$ cat src/verilog/hci_pkg.sv
// PIO queue shared definitions
`default_nettype none

package hci_pkg;

  parameter int unsigned CsrDataWidth = 32;
  parameter int unsigned CsrAddrWidth = 12;
  parameter int unsigned ThldWidth = 8;
  parameter int unsigned CountFieldWidth = 8;

  typedef logic [CsrDataWidth-1:0] dword_t;
  typedef logic [CsrAddrWidth-1:0] csr_addr_t;
  typedef logic [ThldWidth-1:0] thld_t;

  // Second port write lands in hi, first in lo
  typedef struct packed {
    dword_t hi;
    dword_t lo;
  } cmd_desc_t;

  typedef logic [CsrDataWidth-1:0] resp_desc_t;

  // Register map
  parameter csr_addr_t CmdPortAddr = 12'h00C;
  parameter csr_addr_t RespPortAddr = 12'h010;
  parameter csr_addr_t QueueThldAddr = 12'h01C;
  parameter csr_addr_t ResetCtrlAddr = 12'h02C;
  parameter csr_addr_t QueueStatusAddr = 12'h030;

  // QUEUE_THLD fields
  parameter int unsigned CmdThldLsb = 0;
  parameter int unsigned RespThldLsb = 8;

  // RESET_CONTROL flush bits
  parameter int unsigned CmdFlushBit = 1;
  parameter int unsigned RespFlushBit = 2;

  // QUEUE_STATUS entry counts
  parameter int unsigned CmdCountLsb = 0;
  parameter int unsigned RespCountLsb = 8;

endpackage

`default_nettype wire

$ cat src/verilog/hci_queue_ctrl_if.sv
// Queue control link
`timescale 1ns/1ps
`default_nettype none

interface hci_queue_ctrl_if #(
  parameter int unsigned Depth = 8
);
  import hci_pkg::*;

  localparam int unsigned CntWidth = $clog2(Depth + 1);

  thld_t ready_thld;
  logic flush_req; // Single cycle
  logic [CntWidth-1:0] count;
  logic full;
  logic empty;
  logic thld_trig;

  modport regs (
    output ready_thld,
    output flush_req,
    input  count,
    input  full,
    input  empty,
    input  thld_trig
  );

  modport queue (
    input  ready_thld,
    input  flush_req,
    output count,
    output full,
    output empty,
    output thld_trig
  );

endinterface

`default_nettype wire

$ cat src/verilog/hci_fifo.sv
// Circular buffer FIFO
`timescale 1ns/1ps
`default_nettype none

module hci_fifo #(
  parameter type entry_t = logic,
  parameter int unsigned Depth = 8,
  localparam int unsigned PtrWidth = (Depth > 1) ? $clog2(Depth) : 1,
  localparam int unsigned CntWidth = $clog2(Depth + 1)
) (
  input  logic                clk_i,
  input  logic                rst_ni,
  input  logic                flush_i,
  input  logic                push_i,
  input  entry_t              wdata_i,
  input  logic                pop_i,
  output entry_t              rdata_o,
  output logic [CntWidth-1:0] count_o,
  output logic                full_o,
  output logic                empty_o
);

  entry_t mem_q [Depth];
  logic [PtrWidth-1:0] wr_ptr_q, rd_ptr_q;
  logic [CntWidth-1:0] cnt_q;
  logic push_ok, pop_ok;

  function automatic logic [PtrWidth-1:0] next_ptr(logic [PtrWidth-1:0] ptr);
    if (ptr == PtrWidth'(Depth - 1)) begin
      return '0;
    end
    return ptr + 1'b1;
  endfunction

  assign push_ok = push_i & ~full_o;
  assign pop_ok = pop_i & ~empty_o;

  always_ff @(posedge clk_i or negedge rst_ni) begin
    if (!rst_ni) begin
      wr_ptr_q <= '0;
      rd_ptr_q <= '0;
      cnt_q <= '0;
    end else if (flush_i) begin
      wr_ptr_q <= '0;
      rd_ptr_q <= '0;
      cnt_q <= '0;
    end else begin
      if (push_ok) wr_ptr_q <= next_ptr(wr_ptr_q);
      if (pop_ok) rd_ptr_q <= next_ptr(rd_ptr_q);
      if (push_ok && !pop_ok) begin
        cnt_q <= cnt_q + 1'b1;
      end else if (pop_ok && !push_ok) begin
        cnt_q <= cnt_q - 1'b1;
      end
    end
  end

  // Storage
  always_ff @(posedge clk_i) begin
    if (push_ok) mem_q[wr_ptr_q] <= wdata_i;
  end

  assign rdata_o = mem_q[rd_ptr_q];
  assign count_o = cnt_q;
  assign full_o = (cnt_q == CntWidth'(Depth));
  assign empty_o = (cnt_q == '0);

endmodule

`default_nettype wire

$ cat src/verilog/hci_cmd_queue.sv
// Command queue
`timescale 1ns/1ps
`default_nettype none

module hci_cmd_queue #(
  parameter int unsigned Depth = 8
) (
  input  logic                clk_i,
  input  logic                rst_ni,
  input  logic                port_req_i,
  input  hci_pkg::dword_t     port_wdata_i,
  output logic                port_ack_o,
  hci_queue_ctrl_if.queue     ctrl,
  output logic                cmd_rvalid_o,
  input  logic                cmd_rready_i,
  output hci_pkg::cmd_desc_t  cmd_rdata_o
);
  import hci_pkg::*;

  localparam int unsigned CntWidth = $clog2(Depth + 1);

  logic half_q; // First DWORD held
  logic pend_q; // Second DWORD waiting for space
  dword_t first_q;
  logic first_go, second_go;
  logic ack_q, trig_q;
  cmd_desc_t desc;
  thld_t eff_thld;
  logic [CntWidth-1:0] free_cnt;

  assign first_go = port_req_i & ~half_q;
  assign second_go = (port_req_i | pend_q) & half_q & ~ctrl.full;
  assign desc = '{hi: port_wdata_i, lo: first_q};

  always_ff @(posedge clk_i or negedge rst_ni) begin
    if (!rst_ni) begin
      half_q <= 1'b0;
      pend_q <= 1'b0;
      ack_q <= 1'b0;
    end else begin
      ack_q <= first_go | second_go;
      if (ctrl.flush_req) begin
        half_q <= 1'b0;
      end else if (first_go) begin
        half_q <= 1'b1;
      end else if (second_go) begin
        half_q <= 1'b0;
      end
      if (second_go) begin
        pend_q <= 1'b0;
      end else if (port_req_i && half_q) begin
        pend_q <= 1'b1; // Back-pressure
      end
    end
  end

  always_ff @(posedge clk_i) begin
    if (first_go) first_q <= port_wdata_i;
  end

  hci_fifo #(
    .entry_t(cmd_desc_t),
    .Depth  (Depth)
  ) u_fifo (
    .clk_i,
    .rst_ni,
    .flush_i(ctrl.flush_req),
    .push_i (second_go),
    .wdata_i(desc),
    .pop_i  (cmd_rready_i & cmd_rvalid_o),
    .rdata_o(cmd_rdata_o),
    .count_o(ctrl.count),
    .full_o (ctrl.full),
    .empty_o(ctrl.empty)
  );

  // Free space trigger
  assign free_cnt = CntWidth'(Depth) - ctrl.count;
  assign eff_thld = (ctrl.ready_thld == '0) ? thld_t'(1) : ctrl.ready_thld;

  always_ff @(posedge clk_i or negedge rst_ni) begin
    if (!rst_ni) trig_q <= 1'b0;
    else trig_q <= (thld_t'(free_cnt) >= eff_thld);
  end

  assign ctrl.thld_trig = trig_q;
  assign cmd_rvalid_o = ~ctrl.empty;
  assign port_ack_o = ack_q;

endmodule

`default_nettype wire

$ cat src/verilog/hci_resp_queue.sv
// Response queue
`timescale 1ns/1ps
`default_nettype none

module hci_resp_queue #(
  parameter int unsigned Depth = 8
) (
  input  logic                clk_i,
  input  logic                rst_ni,
  input  logic                port_req_i,
  output logic                port_ack_o,
  output hci_pkg::dword_t     port_rdata_o,
  hci_queue_ctrl_if.queue     ctrl,
  input  logic                resp_wvalid_i,
  output logic                resp_wready_o,
  input  hci_pkg::resp_desc_t resp_wdata_i
);
  import hci_pkg::*;

  logic pend_q; // Read waiting for data
  logic read_go;
  logic ack_q, trig_q;
  dword_t rdata_q;
  resp_desc_t head;
  thld_t eff_thld;

  assign read_go = (port_req_i | pend_q) & ~ctrl.empty;

  always_ff @(posedge clk_i or negedge rst_ni) begin
    if (!rst_ni) begin
      pend_q <= 1'b0;
      ack_q <= 1'b0;
    end else begin
      ack_q <= read_go;
      if (read_go) begin
        pend_q <= 1'b0;
      end else if (port_req_i) begin
        pend_q <= 1'b1;
      end
    end
  end

  // Popped word stays put through the ack cycle
  always_ff @(posedge clk_i) begin
    if (read_go) rdata_q <= head;
  end

  hci_fifo #(
    .entry_t(resp_desc_t),
    .Depth  (Depth)
  ) u_fifo (
    .clk_i,
    .rst_ni,
    .flush_i(ctrl.flush_req),
    .push_i (resp_wvalid_i & resp_wready_o),
    .wdata_i(resp_wdata_i),
    .pop_i  (read_go),
    .rdata_o(head),
    .count_o(ctrl.count),
    .full_o (ctrl.full),
    .empty_o(ctrl.empty)
  );

  // Fill level trigger
  assign eff_thld = (ctrl.ready_thld == '0) ? thld_t'(1) : ctrl.ready_thld;

  always_ff @(posedge clk_i or negedge rst_ni) begin
    if (!rst_ni) trig_q <= 1'b0;
    else trig_q <= (thld_t'(ctrl.count) >= eff_thld);
  end

  assign ctrl.thld_trig = trig_q;
  assign resp_wready_o = ~ctrl.full;
  assign port_ack_o = ack_q;
  assign port_rdata_o = rdata_q;

endmodule

`default_nettype wire

$ cat src/verilog/hci_csr_regs.sv
// PIO queue register block
`timescale 1ns/1ps
`default_nettype none

module hci_csr_regs #(
  parameter int unsigned CmdDepth = 8,
  parameter int unsigned RespDepth = 8
) (
  input  logic               clk_i,
  input  logic               rst_ni,
  input  logic               csr_req_i,
  input  logic               csr_req_is_wr_i,
  input  hci_pkg::csr_addr_t csr_addr_i,
  input  hci_pkg::dword_t    csr_wr_data_i,
  output logic               csr_rd_ack_o,
  output hci_pkg::dword_t    csr_rd_data_o,
  output logic               csr_rd_err_o,
  output logic               csr_wr_ack_o,
  output logic               csr_wr_err_o,
  output logic               cmd_req_o,
  output hci_pkg::dword_t    cmd_wdata_o,
  input  logic               cmd_ack_i,
  output logic               resp_req_o,
  input  logic               resp_ack_i,
  input  hci_pkg::dword_t    resp_rdata_i,
  hci_queue_ctrl_if.regs     cmd_ctrl,
  hci_queue_ctrl_if.regs     resp_ctrl
);
  import hci_pkg::*;

  logic busy_q; // Host still holds the request
  logic start, wr, rd;
  logic is_cmd, is_resp, is_thld, is_rst, is_status;
  logic wr_ok, rd_ok;
  logic wr_ack_q, wr_err_q, rd_ack_q, rd_err_q;
  logic cmd_flush_q, resp_flush_q;
  thld_t cmd_thld_q, resp_thld_q;
  dword_t rd_word, rd_data_q;

  function automatic thld_t clip_thld(thld_t val, int unsigned depth);
    if (val > thld_t'(depth)) begin
      return thld_t'(depth);
    end
    return val;
  endfunction

  assign start = csr_req_i & ~busy_q;
  assign wr = start & csr_req_is_wr_i;
  assign rd = start & ~csr_req_is_wr_i;

  assign is_cmd = (csr_addr_i == CmdPortAddr);
  assign is_resp = (csr_addr_i == RespPortAddr);
  assign is_thld = (csr_addr_i == QueueThldAddr);
  assign is_rst = (csr_addr_i == ResetCtrlAddr);
  assign is_status = (csr_addr_i == QueueStatusAddr);

  assign wr_ok = is_cmd | is_thld | is_rst;
  assign rd_ok = is_resp | is_thld | is_rst | is_status;

  // Port accesses are acked by the queues
  assign cmd_req_o = wr & is_cmd;
  assign resp_req_o = rd & is_resp;
  assign cmd_wdata_o = csr_wr_data_i;

  always_comb begin
    rd_word = '0;
    if (is_thld) begin
      rd_word[CmdThldLsb +: ThldWidth] = cmd_thld_q;
      rd_word[RespThldLsb +: ThldWidth] = resp_thld_q;
    end else if (is_rst) begin
      rd_word[CmdFlushBit] = cmd_flush_q;
      rd_word[RespFlushBit] = resp_flush_q;
    end else if (is_status) begin
      rd_word[CmdCountLsb +: CountFieldWidth] = CountFieldWidth'(cmd_ctrl.count);
      rd_word[RespCountLsb +: CountFieldWidth] = CountFieldWidth'(resp_ctrl.count);
    end
  end

  always_ff @(posedge clk_i or negedge rst_ni) begin
    if (!rst_ni) begin
      busy_q <= 1'b0;
      wr_ack_q <= 1'b0;
      wr_err_q <= 1'b0;
      rd_ack_q <= 1'b0;
      rd_err_q <= 1'b0;
      cmd_thld_q <= thld_t'(1);
      resp_thld_q <= thld_t'(1);
      cmd_flush_q <= 1'b0;
      resp_flush_q <= 1'b0;
    end else begin
      busy_q <= csr_req_i;
      wr_ack_q <= wr & ~is_cmd;
      wr_err_q <= wr & ~wr_ok;
      rd_ack_q <= rd & ~is_resp;
      rd_err_q <= rd & ~rd_ok;
      if (wr && is_thld) begin
        cmd_thld_q <= clip_thld(csr_wr_data_i[CmdThldLsb +: ThldWidth], CmdDepth);
        resp_thld_q <= clip_thld(csr_wr_data_i[RespThldLsb +: ThldWidth], RespDepth);
      end
      // Flush bits clear themselves together with the queue
      cmd_flush_q <= wr & is_rst & csr_wr_data_i[CmdFlushBit];
      resp_flush_q <= wr & is_rst & csr_wr_data_i[RespFlushBit];
    end
  end

  always_ff @(posedge clk_i) begin
    if (rd) rd_data_q <= rd_word;
  end

  assign cmd_ctrl.ready_thld = cmd_thld_q;
  assign cmd_ctrl.flush_req = cmd_flush_q;
  assign resp_ctrl.ready_thld = resp_thld_q;
  assign resp_ctrl.flush_req = resp_flush_q;

  assign csr_wr_ack_o = wr_ack_q | cmd_ack_i;
  assign csr_wr_err_o = wr_err_q;
  assign csr_rd_ack_o = rd_ack_q | resp_ack_i;
  assign csr_rd_err_o = rd_err_q;
  assign csr_rd_data_o = resp_ack_i ? resp_rdata_i : rd_data_q;

endmodule

`default_nettype wire

$ cat src/verilog/hci_top.sv
// HCI PIO queue block
`timescale 1ns/1ps
`default_nettype none

module hci_top #(
  parameter int unsigned CmdDepth = 8,
  parameter int unsigned RespDepth = 8
) (
  input  logic                clk_i,
  input  logic                rst_ni,
  // CSR bus
  input  logic                csr_req_i,
  input  logic                csr_req_is_wr_i,
  input  hci_pkg::csr_addr_t  csr_addr_i,
  input  hci_pkg::dword_t     csr_wr_data_i,
  output logic                csr_rd_ack_o,
  output hci_pkg::dword_t     csr_rd_data_o,
  output logic                csr_rd_err_o,
  output logic                csr_wr_ack_o,
  output logic                csr_wr_err_o,
  // Controller side
  output logic                cmd_rvalid_o,
  input  logic                cmd_rready_i,
  output hci_pkg::cmd_desc_t  cmd_rdata_o,
  input  logic                resp_wvalid_i,
  output logic                resp_wready_o,
  input  hci_pkg::resp_desc_t resp_wdata_i,
  // Queue status
  output logic                cmd_full_o,
  output logic                cmd_empty_o,
  output logic                cmd_thld_trig_o,
  output logic                resp_full_o,
  output logic                resp_empty_o,
  output logic                resp_thld_trig_o
);
  import hci_pkg::*;

  logic cmd_req, cmd_ack;
  logic resp_req, resp_ack;
  dword_t cmd_wdata, resp_rdata;

  hci_queue_ctrl_if #(.Depth(CmdDepth)) cmd_ctrl ();
  hci_queue_ctrl_if #(.Depth(RespDepth)) resp_ctrl ();

  hci_csr_regs #(
    .CmdDepth (CmdDepth),
    .RespDepth(RespDepth)
  ) u_regs (
    .clk_i, .rst_ni,
    .csr_req_i, .csr_req_is_wr_i, .csr_addr_i, .csr_wr_data_i,
    .csr_rd_ack_o, .csr_rd_data_o, .csr_rd_err_o, .csr_wr_ack_o, .csr_wr_err_o,
    .cmd_req_o   (cmd_req),
    .cmd_wdata_o (cmd_wdata),
    .cmd_ack_i   (cmd_ack),
    .resp_req_o  (resp_req),
    .resp_ack_i  (resp_ack),
    .resp_rdata_i(resp_rdata),
    .cmd_ctrl    (cmd_ctrl.regs),
    .resp_ctrl   (resp_ctrl.regs)
  );

  hci_cmd_queue #(.Depth(CmdDepth)) u_cmd_queue (
    .clk_i, .rst_ni,
    .port_req_i  (cmd_req),
    .port_wdata_i(cmd_wdata),
    .port_ack_o  (cmd_ack),
    .ctrl        (cmd_ctrl.queue),
    .cmd_rvalid_o, .cmd_rready_i, .cmd_rdata_o
  );

  hci_resp_queue #(.Depth(RespDepth)) u_resp_queue (
    .clk_i, .rst_ni,
    .port_req_i  (resp_req),
    .port_ack_o  (resp_ack),
    .port_rdata_o(resp_rdata),
    .ctrl        (resp_ctrl.queue),
    .resp_wvalid_i, .resp_wready_o, .resp_wdata_i
  );

  assign cmd_full_o = cmd_ctrl.full;
  assign cmd_empty_o = cmd_ctrl.empty;
  assign cmd_thld_trig_o = cmd_ctrl.thld_trig;
  assign resp_full_o = resp_ctrl.full;
  assign resp_empty_o = resp_ctrl.empty;
  assign resp_thld_trig_o = resp_ctrl.thld_trig;

endmodule

`default_nettype wire

$ cat config.mk
export PLATFORM = sky130hd
export DESIGN_NAME = hci_top
export DESIGN_NICKNAME = d
export VERILOG_FILES = /design/src/verilog/hci_pkg.sv /design/src/verilog/hci_queue_ctrl_if.sv /design/src/verilog/hci_fifo.sv /design/src/verilog/hci_cmd_queue.sv /design/src/verilog/hci_resp_queue.sv /design/src/verilog/hci_csr_regs.sv /design/src/verilog/hci_top.sv
export SDC_FILE = /design/constraint.sdc
export NUM_CORES = 1
export LEC_CHECK = 0
export BUFFER_PORTS_ARGS = -buffer_cell sky130_fd_sc_hd__buf_4
export CORE_MARGIN = 2
export CORE_UTILIZATION = 60
export CTS_CLUSTER_DIAMETER = 120
export DETAILED_ROUTE_END_ITERATION = 10
export GPL_ROUTABILITY_DRIVEN = 1
export PLACE_DENSITY = 0.79
export SYNTH_ARGS = -nofsm -noshare
export SYNTH_HDL_FRONTEND = slang
export SYNTH_SLANG_ARGS = --single-unit
$ cat constraint.sdc
create_clock -name clk_i -period 25.9 [get_ports clk_i]
set_clock_uncertainty 0.05 [all_clocks]
set_input_delay 5.18 -clock clk_i [delete_from_list [all_inputs] [get_ports clk_i]]
set_output_delay 5.18 -clock clk_i [all_outputs]
set_load 0.05 [all_outputs]
# Yosys cells after proc, flatten, opt, wreduce, memory -nomap -nowiden
# Memory sizes are Yosys's and may differ from the RTL's. A register that Yosys moved wholly into a read port is not among the register bits.
# Cells that the tools add are included.
# totals
regBits,98
latch_bits,0
ram_bits,768
romBits,0
output_inout_bits,108
elab_cells,177
mem_count,2
# mem_list
name,depth,width,read_ports,rd_clocked_by_memory_dff,write_ports,line,source
u_cmd_queue.u_fifo.mem_q,8,64,1,0,1,hci_fifo.sv:23,entry_t mem_q [Depth];
u_resp_queue.u_fifo.mem_q,8,32,1,1,1,hci_fifo.sv:23,
# classes
n_addsub,9
n_mul,0
n_div,0
n_lt_le_gt_ge,4
n_eq_ne,11
shifts,0
n_mux,61
bitwise_logic,43
n_reduce_logical,23
# ops
op,count
3-bit two-way mux,16
8-bit two-way mux,6
32-bit two-way mux,1
1-bit two-way mux,28
"12-bit by 5-bit == test with 1-bit output, second input constant",2
"12-bit by 6-bit == test with 1-bit output, second input constant",2
4-bit two-way mux,6
1-bit bitwise AND,22
4-bit by 8-bit greater-or-equal comparator with 1-bit output,2
"8-bit by 4-bit > comparator with 1-bit output, second input constant",2
8-bit logical NOT,2
16-bit two-way mux,1
"3-bit by 1-bit adder with 3-bit output, second input constant",4
"12-bit by 4-bit == test with 1-bit output, second input constant",1
"3-bit == test, second input constant",4
12-bit two-way mux,1
2-bit nonzero test,6
1-bit inverter,11
1-bit bitwise OR,10
9-bit two-way mux,1
3-bit nonzero test,3
"4-bit by 1-bit adder with 4-bit output, second input constant",2
"4-bit == test, second input constant",2
4-bit logical NOT,2
other kinds (5),14

# Longest topological paths before layout
# depth
depth_word,13
mapped_depth,12
mapped_depth_nobuf,12

# By module
# From an unflattened synthesis, not the netlist that was laid out.
# unflattened
hier_cells,1582
hier_area_um2,34830.9
# by_module_without_submodules
mod,n_inst,cells_per_inst,area_per_inst_um2
hci_fifo at u_cmd_queue.u_fifo,1,821,19867.8
hci_fifo at u_resp_queue.u_fifo,1,451,10302.4
hci_csr_regs,1,187,2189.6
hci_cmd_queue,1,67,1292.5
hci_resp_queue,1,56,1178.6

# Worst setup path after synthesis
# Ideal clock, no wire load.
# synth_path
path_kind,input-to-reg
from,input csr_addr_i[9]
to,"memory u_cmd_queue.u_fifo.mem_q[2][0] in the netlist's numbering, enable pin"
arrival_time_ns,12.846
t_required_ns,25.183
setup_slack_ns,12.337
path_stages,5
path_cell_list,nor4_4 > a41oi_1 > or2_4 > buf_6 > nor4b_1
# synth_between
elab_chain_cells,8
# synth_lines
item,line,source
start: declaration,hci_top.sv:14,"input hci_pkg::csr_addr_t csr_addr_i,"
12-bit by 4-bit == test with 1-bit output,hci_csr_regs.sv:51,assign is_cmd = (csr_addr_i == CmdPortAddr);
1-bit bitwise AND,hci_csr_regs.sv:61,assign cmd_req_o = wr & is_cmd;
1-bit bitwise OR,hci_cmd_queue.sv:32,assign second_go = (port_req_i | pend_q) & half_q & ~ctrl.full;
1-bit bitwise AND (2 in series),hci_cmd_queue.sv:32,
1-bit bitwise AND,hci_fifo.sv:35,assign push_ok = push_i & ~full_o;
1-bit two-way mux,hci_fifo.sv:60,if (push_ok) mem_q[wr_ptr_q] <= wdata_i;
1-bit two-way mux (implied by the code),hci_fifo.sv:60,
end: declaration,hci_fifo.sv:23,
# Every way passes these cells.

==> impl_metrics.csv <==
group,metric,value,unit
die,rows,87,
yosys,synth.net_count,1645,
yosys,synth_seq_area_share,77.67,%
detailed_routing,antenna_left,0,
yosys,synth_area_per_cell,22.34,µm²
hold_path,hold_path_class,"reg -> reg",
die,coreArea,56500,µm²
job,timing.max_cap.violations,0,
cts,cts_root_buf,"clkbuf_16",
pwr,p_sw_share,29.98,%
die,die_area,59260,µm²
cts,clk_pin_slew,60,ps
cts,cts_buffers,86,
detailed_routing,drt_wl_total,67.58,mm
detailed_routing,drtIter0Drc,1671,
die,start_util,60.89,%
outcome,outcome,"finished, final reports clean",
cts,cts_sinks,898,
critical_path,critical_path_required,20670,ps
finish,mostFrequentLayoutCell,"edfxtp_1",
detailed_routing,firstDrtPassIters,5,
timing,worst_pin_slew,1094,ps
yosys,synth_area_leaders,"edfxtp_1 74%, mux4_2 13%, dfrtp_1 3.5%",
pwr,vdd_drop_max,75.19,µV
timing,fmaxAchievable,0.1035,GHz
yosys,synthCells,1540,
timing,setup_violations,0,
cts,hold_buffers,0,
critical_path,critPathLaunchType,"flop",
pwr,combPwrFrac,25.7,%
cts,cts_tree,"yes",
detailed_routing,vias,15931,
cts,cts_setup_buffers,0,
finish,drive_above_1_share,36.05,%
pwr,p_int,2.724,mW
yosys,synth_edf_count,848,
yosys,async_flop_share,5.568,%
timing,fin_crit,9658,ps
yosys,synth_seq_cells,898,
timing,drv_slew,0,
critical_path,r2r_setup_slack,22330,ps
timing,hold_slack,426.8,ps
global_route,grt_pass1_wl,103.3,mm
pwr,p_seq_share,44.3,%
finish,final_cell_mix,"848 x edfxtp_1, 222 x buf_4, 192 x mux4_2, 99 x mux2_2, 87 x clkbuf_16",
pwr,p_sw,1.166,mW
finish,layout.nets,1888,
die,chipWidth,243.4,µm
yosys,yosysTopAreaCell,"edfxtp_1",
cts,clk_latency,630,ps
timing,maxSlewHeadroom,27.07,%
finish,areaGrowthSynthToFinish,14.73,%
critical_path,worstRegToRegCells,8,
pwr,clkPwrFrac,30.0,%
yosys,ys_types,62,
yosys,synthFlopType,"edfxtp_1",
global_route,grt_antenna_before_repair,4,
cts,cts_max_level,3,
yosys,synth_top_area_share,74.03,%
critical_path,critPathArrivalTime,4430,ps
cts,cts.repair.resized,0,
global_route,grt_overflow,0,
critical_path,critPathKind,"reg -> out",
global_route,grt_pass1_vias,16823,
pwr,leakage,13.04,nW
detailed_routing,viasPerCell,6.111,
global_route,grt_usage,23.42,%
critical_path,crit_fanout,48,
timing,fin_setup_tns,0,ps
hold_path,worst_hold_path.num_cells,2,
timing,finalCritPeriodShare,37.29,%
yosys,netlist_area,34400,µm²
cts,cts_buffer_depth,3,
placement,port_buffers,189,
placement,place_congestion,0.7526,
detailed_routing,drc,0,
timing,final_hold_viol_count,0,
yosys,yosysWarnings,0,
detailed_routing,wl_per_cell,25.92,µm
pwr,p_per_area,98.57,nW/µm²
die,dieHeight,243.4,µm
placement,dp_hpwl,36.16,mm
die,ios,190,
timing,rsz0062_at_grt,"no",
global_route,grt_max_degree,67,
critical_path,end_kind,"output pin",
synthesized netlist by cell type, drive strengths merged (2+ instances only):
library cell and number:
a21oi 18, edfxtp 848, and3 4, xor2 3
nor2b 3, nand3b 2, nand2 31, nor4 8
nand2b 6, nand3 6, dfstp 2, o21ai 12
o211ai 2, mux2i 3, nor3 12, or2 4
inv 18, or4 4, and2 33, a22o 6
a21o 6, or3b 2, nor4b 4, dfrtp 48
xnor2 3, mux2 116, and4 2, clkbuf 40
ha 21, a222oi 2, clkinv 2, nor2 28
buf 27, mux4 192, nor3b 8, fa 2
metal layers:
| layer | vias to the layer above | global-route usage (%) | wire length (µm) |
|---|---|---|---|
| met2 | 632 | 39.43 | 34980 |
| met3 | 117 | 4.880 | 4992 |
| met1 | 8319 | 31.06 | 25920 |
| met5 | - | 0 | 32 |
| li1 | 6857 | - | - |
| met4 | 6 | 7.597 | 1650 |
area by class of cell:
type                       count  area [µm²]
tap                          756       945.9
fill                        3268       17030
clock inverter                45       315.3
inverter                      20       75.07
sequential                   898       26730
antenna                        1       2.502
clock buffer                 110        2303
timing repair buffer         222        1667
multi-input combinational    555        7423
worst paths after layout:
path                                                      from                         endpoint
max in group asynchronous                               rst_ni  u_resp_queue.u_fifo.rd_ptr_q[0]
worst min register to register   u_regs.cmd_ctrl.ready_thld[0]    u_regs.cmd_ctrl.ready_thld[0]
min in group asynchronous                               rst_ni                  u_regs.rd_ack_q
worst max register to register   u_cmd_queue.u_fifo.count_o[0]  u_cmd_queue.u_fifo.mem_q[7][60]
worst min-delay path             u_regs.cmd_ctrl.ready_thld[0]    u_regs.cmd_ctrl.ready_thld[0]
worst max-delay path            u_cmd_queue.u_fifo.rd_ptr_q[0]                  cmd_rdata_o[10]
flip-flops by register name, summed over array words and instances (netlist names), 3 cells and up:
signal / count
u_regs.rd_data_q: 16
u_regs.resp_ctrl.ready_thld: 8
u_resp_queue.port_rdata_o: 32
u_cmd_queue.u_fifo.count_o: 4
u_resp_queue.u_fifo.rd_ptr_q: 3
u_cmd_queue.u_fifo.wr_ptr_q: 3
u_regs.cmd_ctrl.ready_thld: 8
u_resp_queue.u_fifo.mem_q: 256
u_resp_queue.u_fifo.count_o: 4
u_cmd_queue.first_q: 32
u_resp_queue.u_fifo.wr_ptr_q: 3
u_cmd_queue.u_fifo.rd_ptr_q: 3
u_cmd_queue.u_fifo.mem_q: 512
per-stage QoR:
step	worst slack [ps]	total power [mW]	std cells	area, µm²	util [%]
2_1_floorplan	12340	2.482	1540	34400	-
3_3_place_gp	16760	2.739	2451	36850	65.22
3_5_place_dp	16740	2.757	2451	36850	65.22
4_1_cts	16050	3.927	2606	39460	69.85
5_1_grt	15810	4.032	2607	39470	69.86
6_report	16240	3.890	2607	39470	69.86
logic make-up after synthesis:
family / count (synthesis) / synth area share, %
muxes: 311 / 16.46
buffers and inverters: 87 / 1.055
DFF: 898 / 77.67
and+or+nand+nor: 163 / 2.739
xor gates and xnor gates: 6 / 0.1746
adders and majority gates: 23 / 0.8802
AOI/OAI and AO/OA: 52 / 1.026
power by group through the flow:
stage / clock network [mW] / logic, mW / registers [mW]
floorplan: 0 / 0.768 / 1.71
global placement: 0 / 0.989 / 1.75
detailed placement: 0 / 1.00 / 1.76
CTS: 1.19 / 1.01 / 1.73
global route: 1.25 / 1.05 / 1.73
finish: 1.17 / 0.998 / 1.72
critical path, stage by stage, from the launching register on:
cell	delay (ps)
dfrtp_4	1040
buf_4	790
buf_4	780
mux4_2	600
mux2_2	310
buf_4	200
Note: power is estimated with default switching activity, not from simulation.
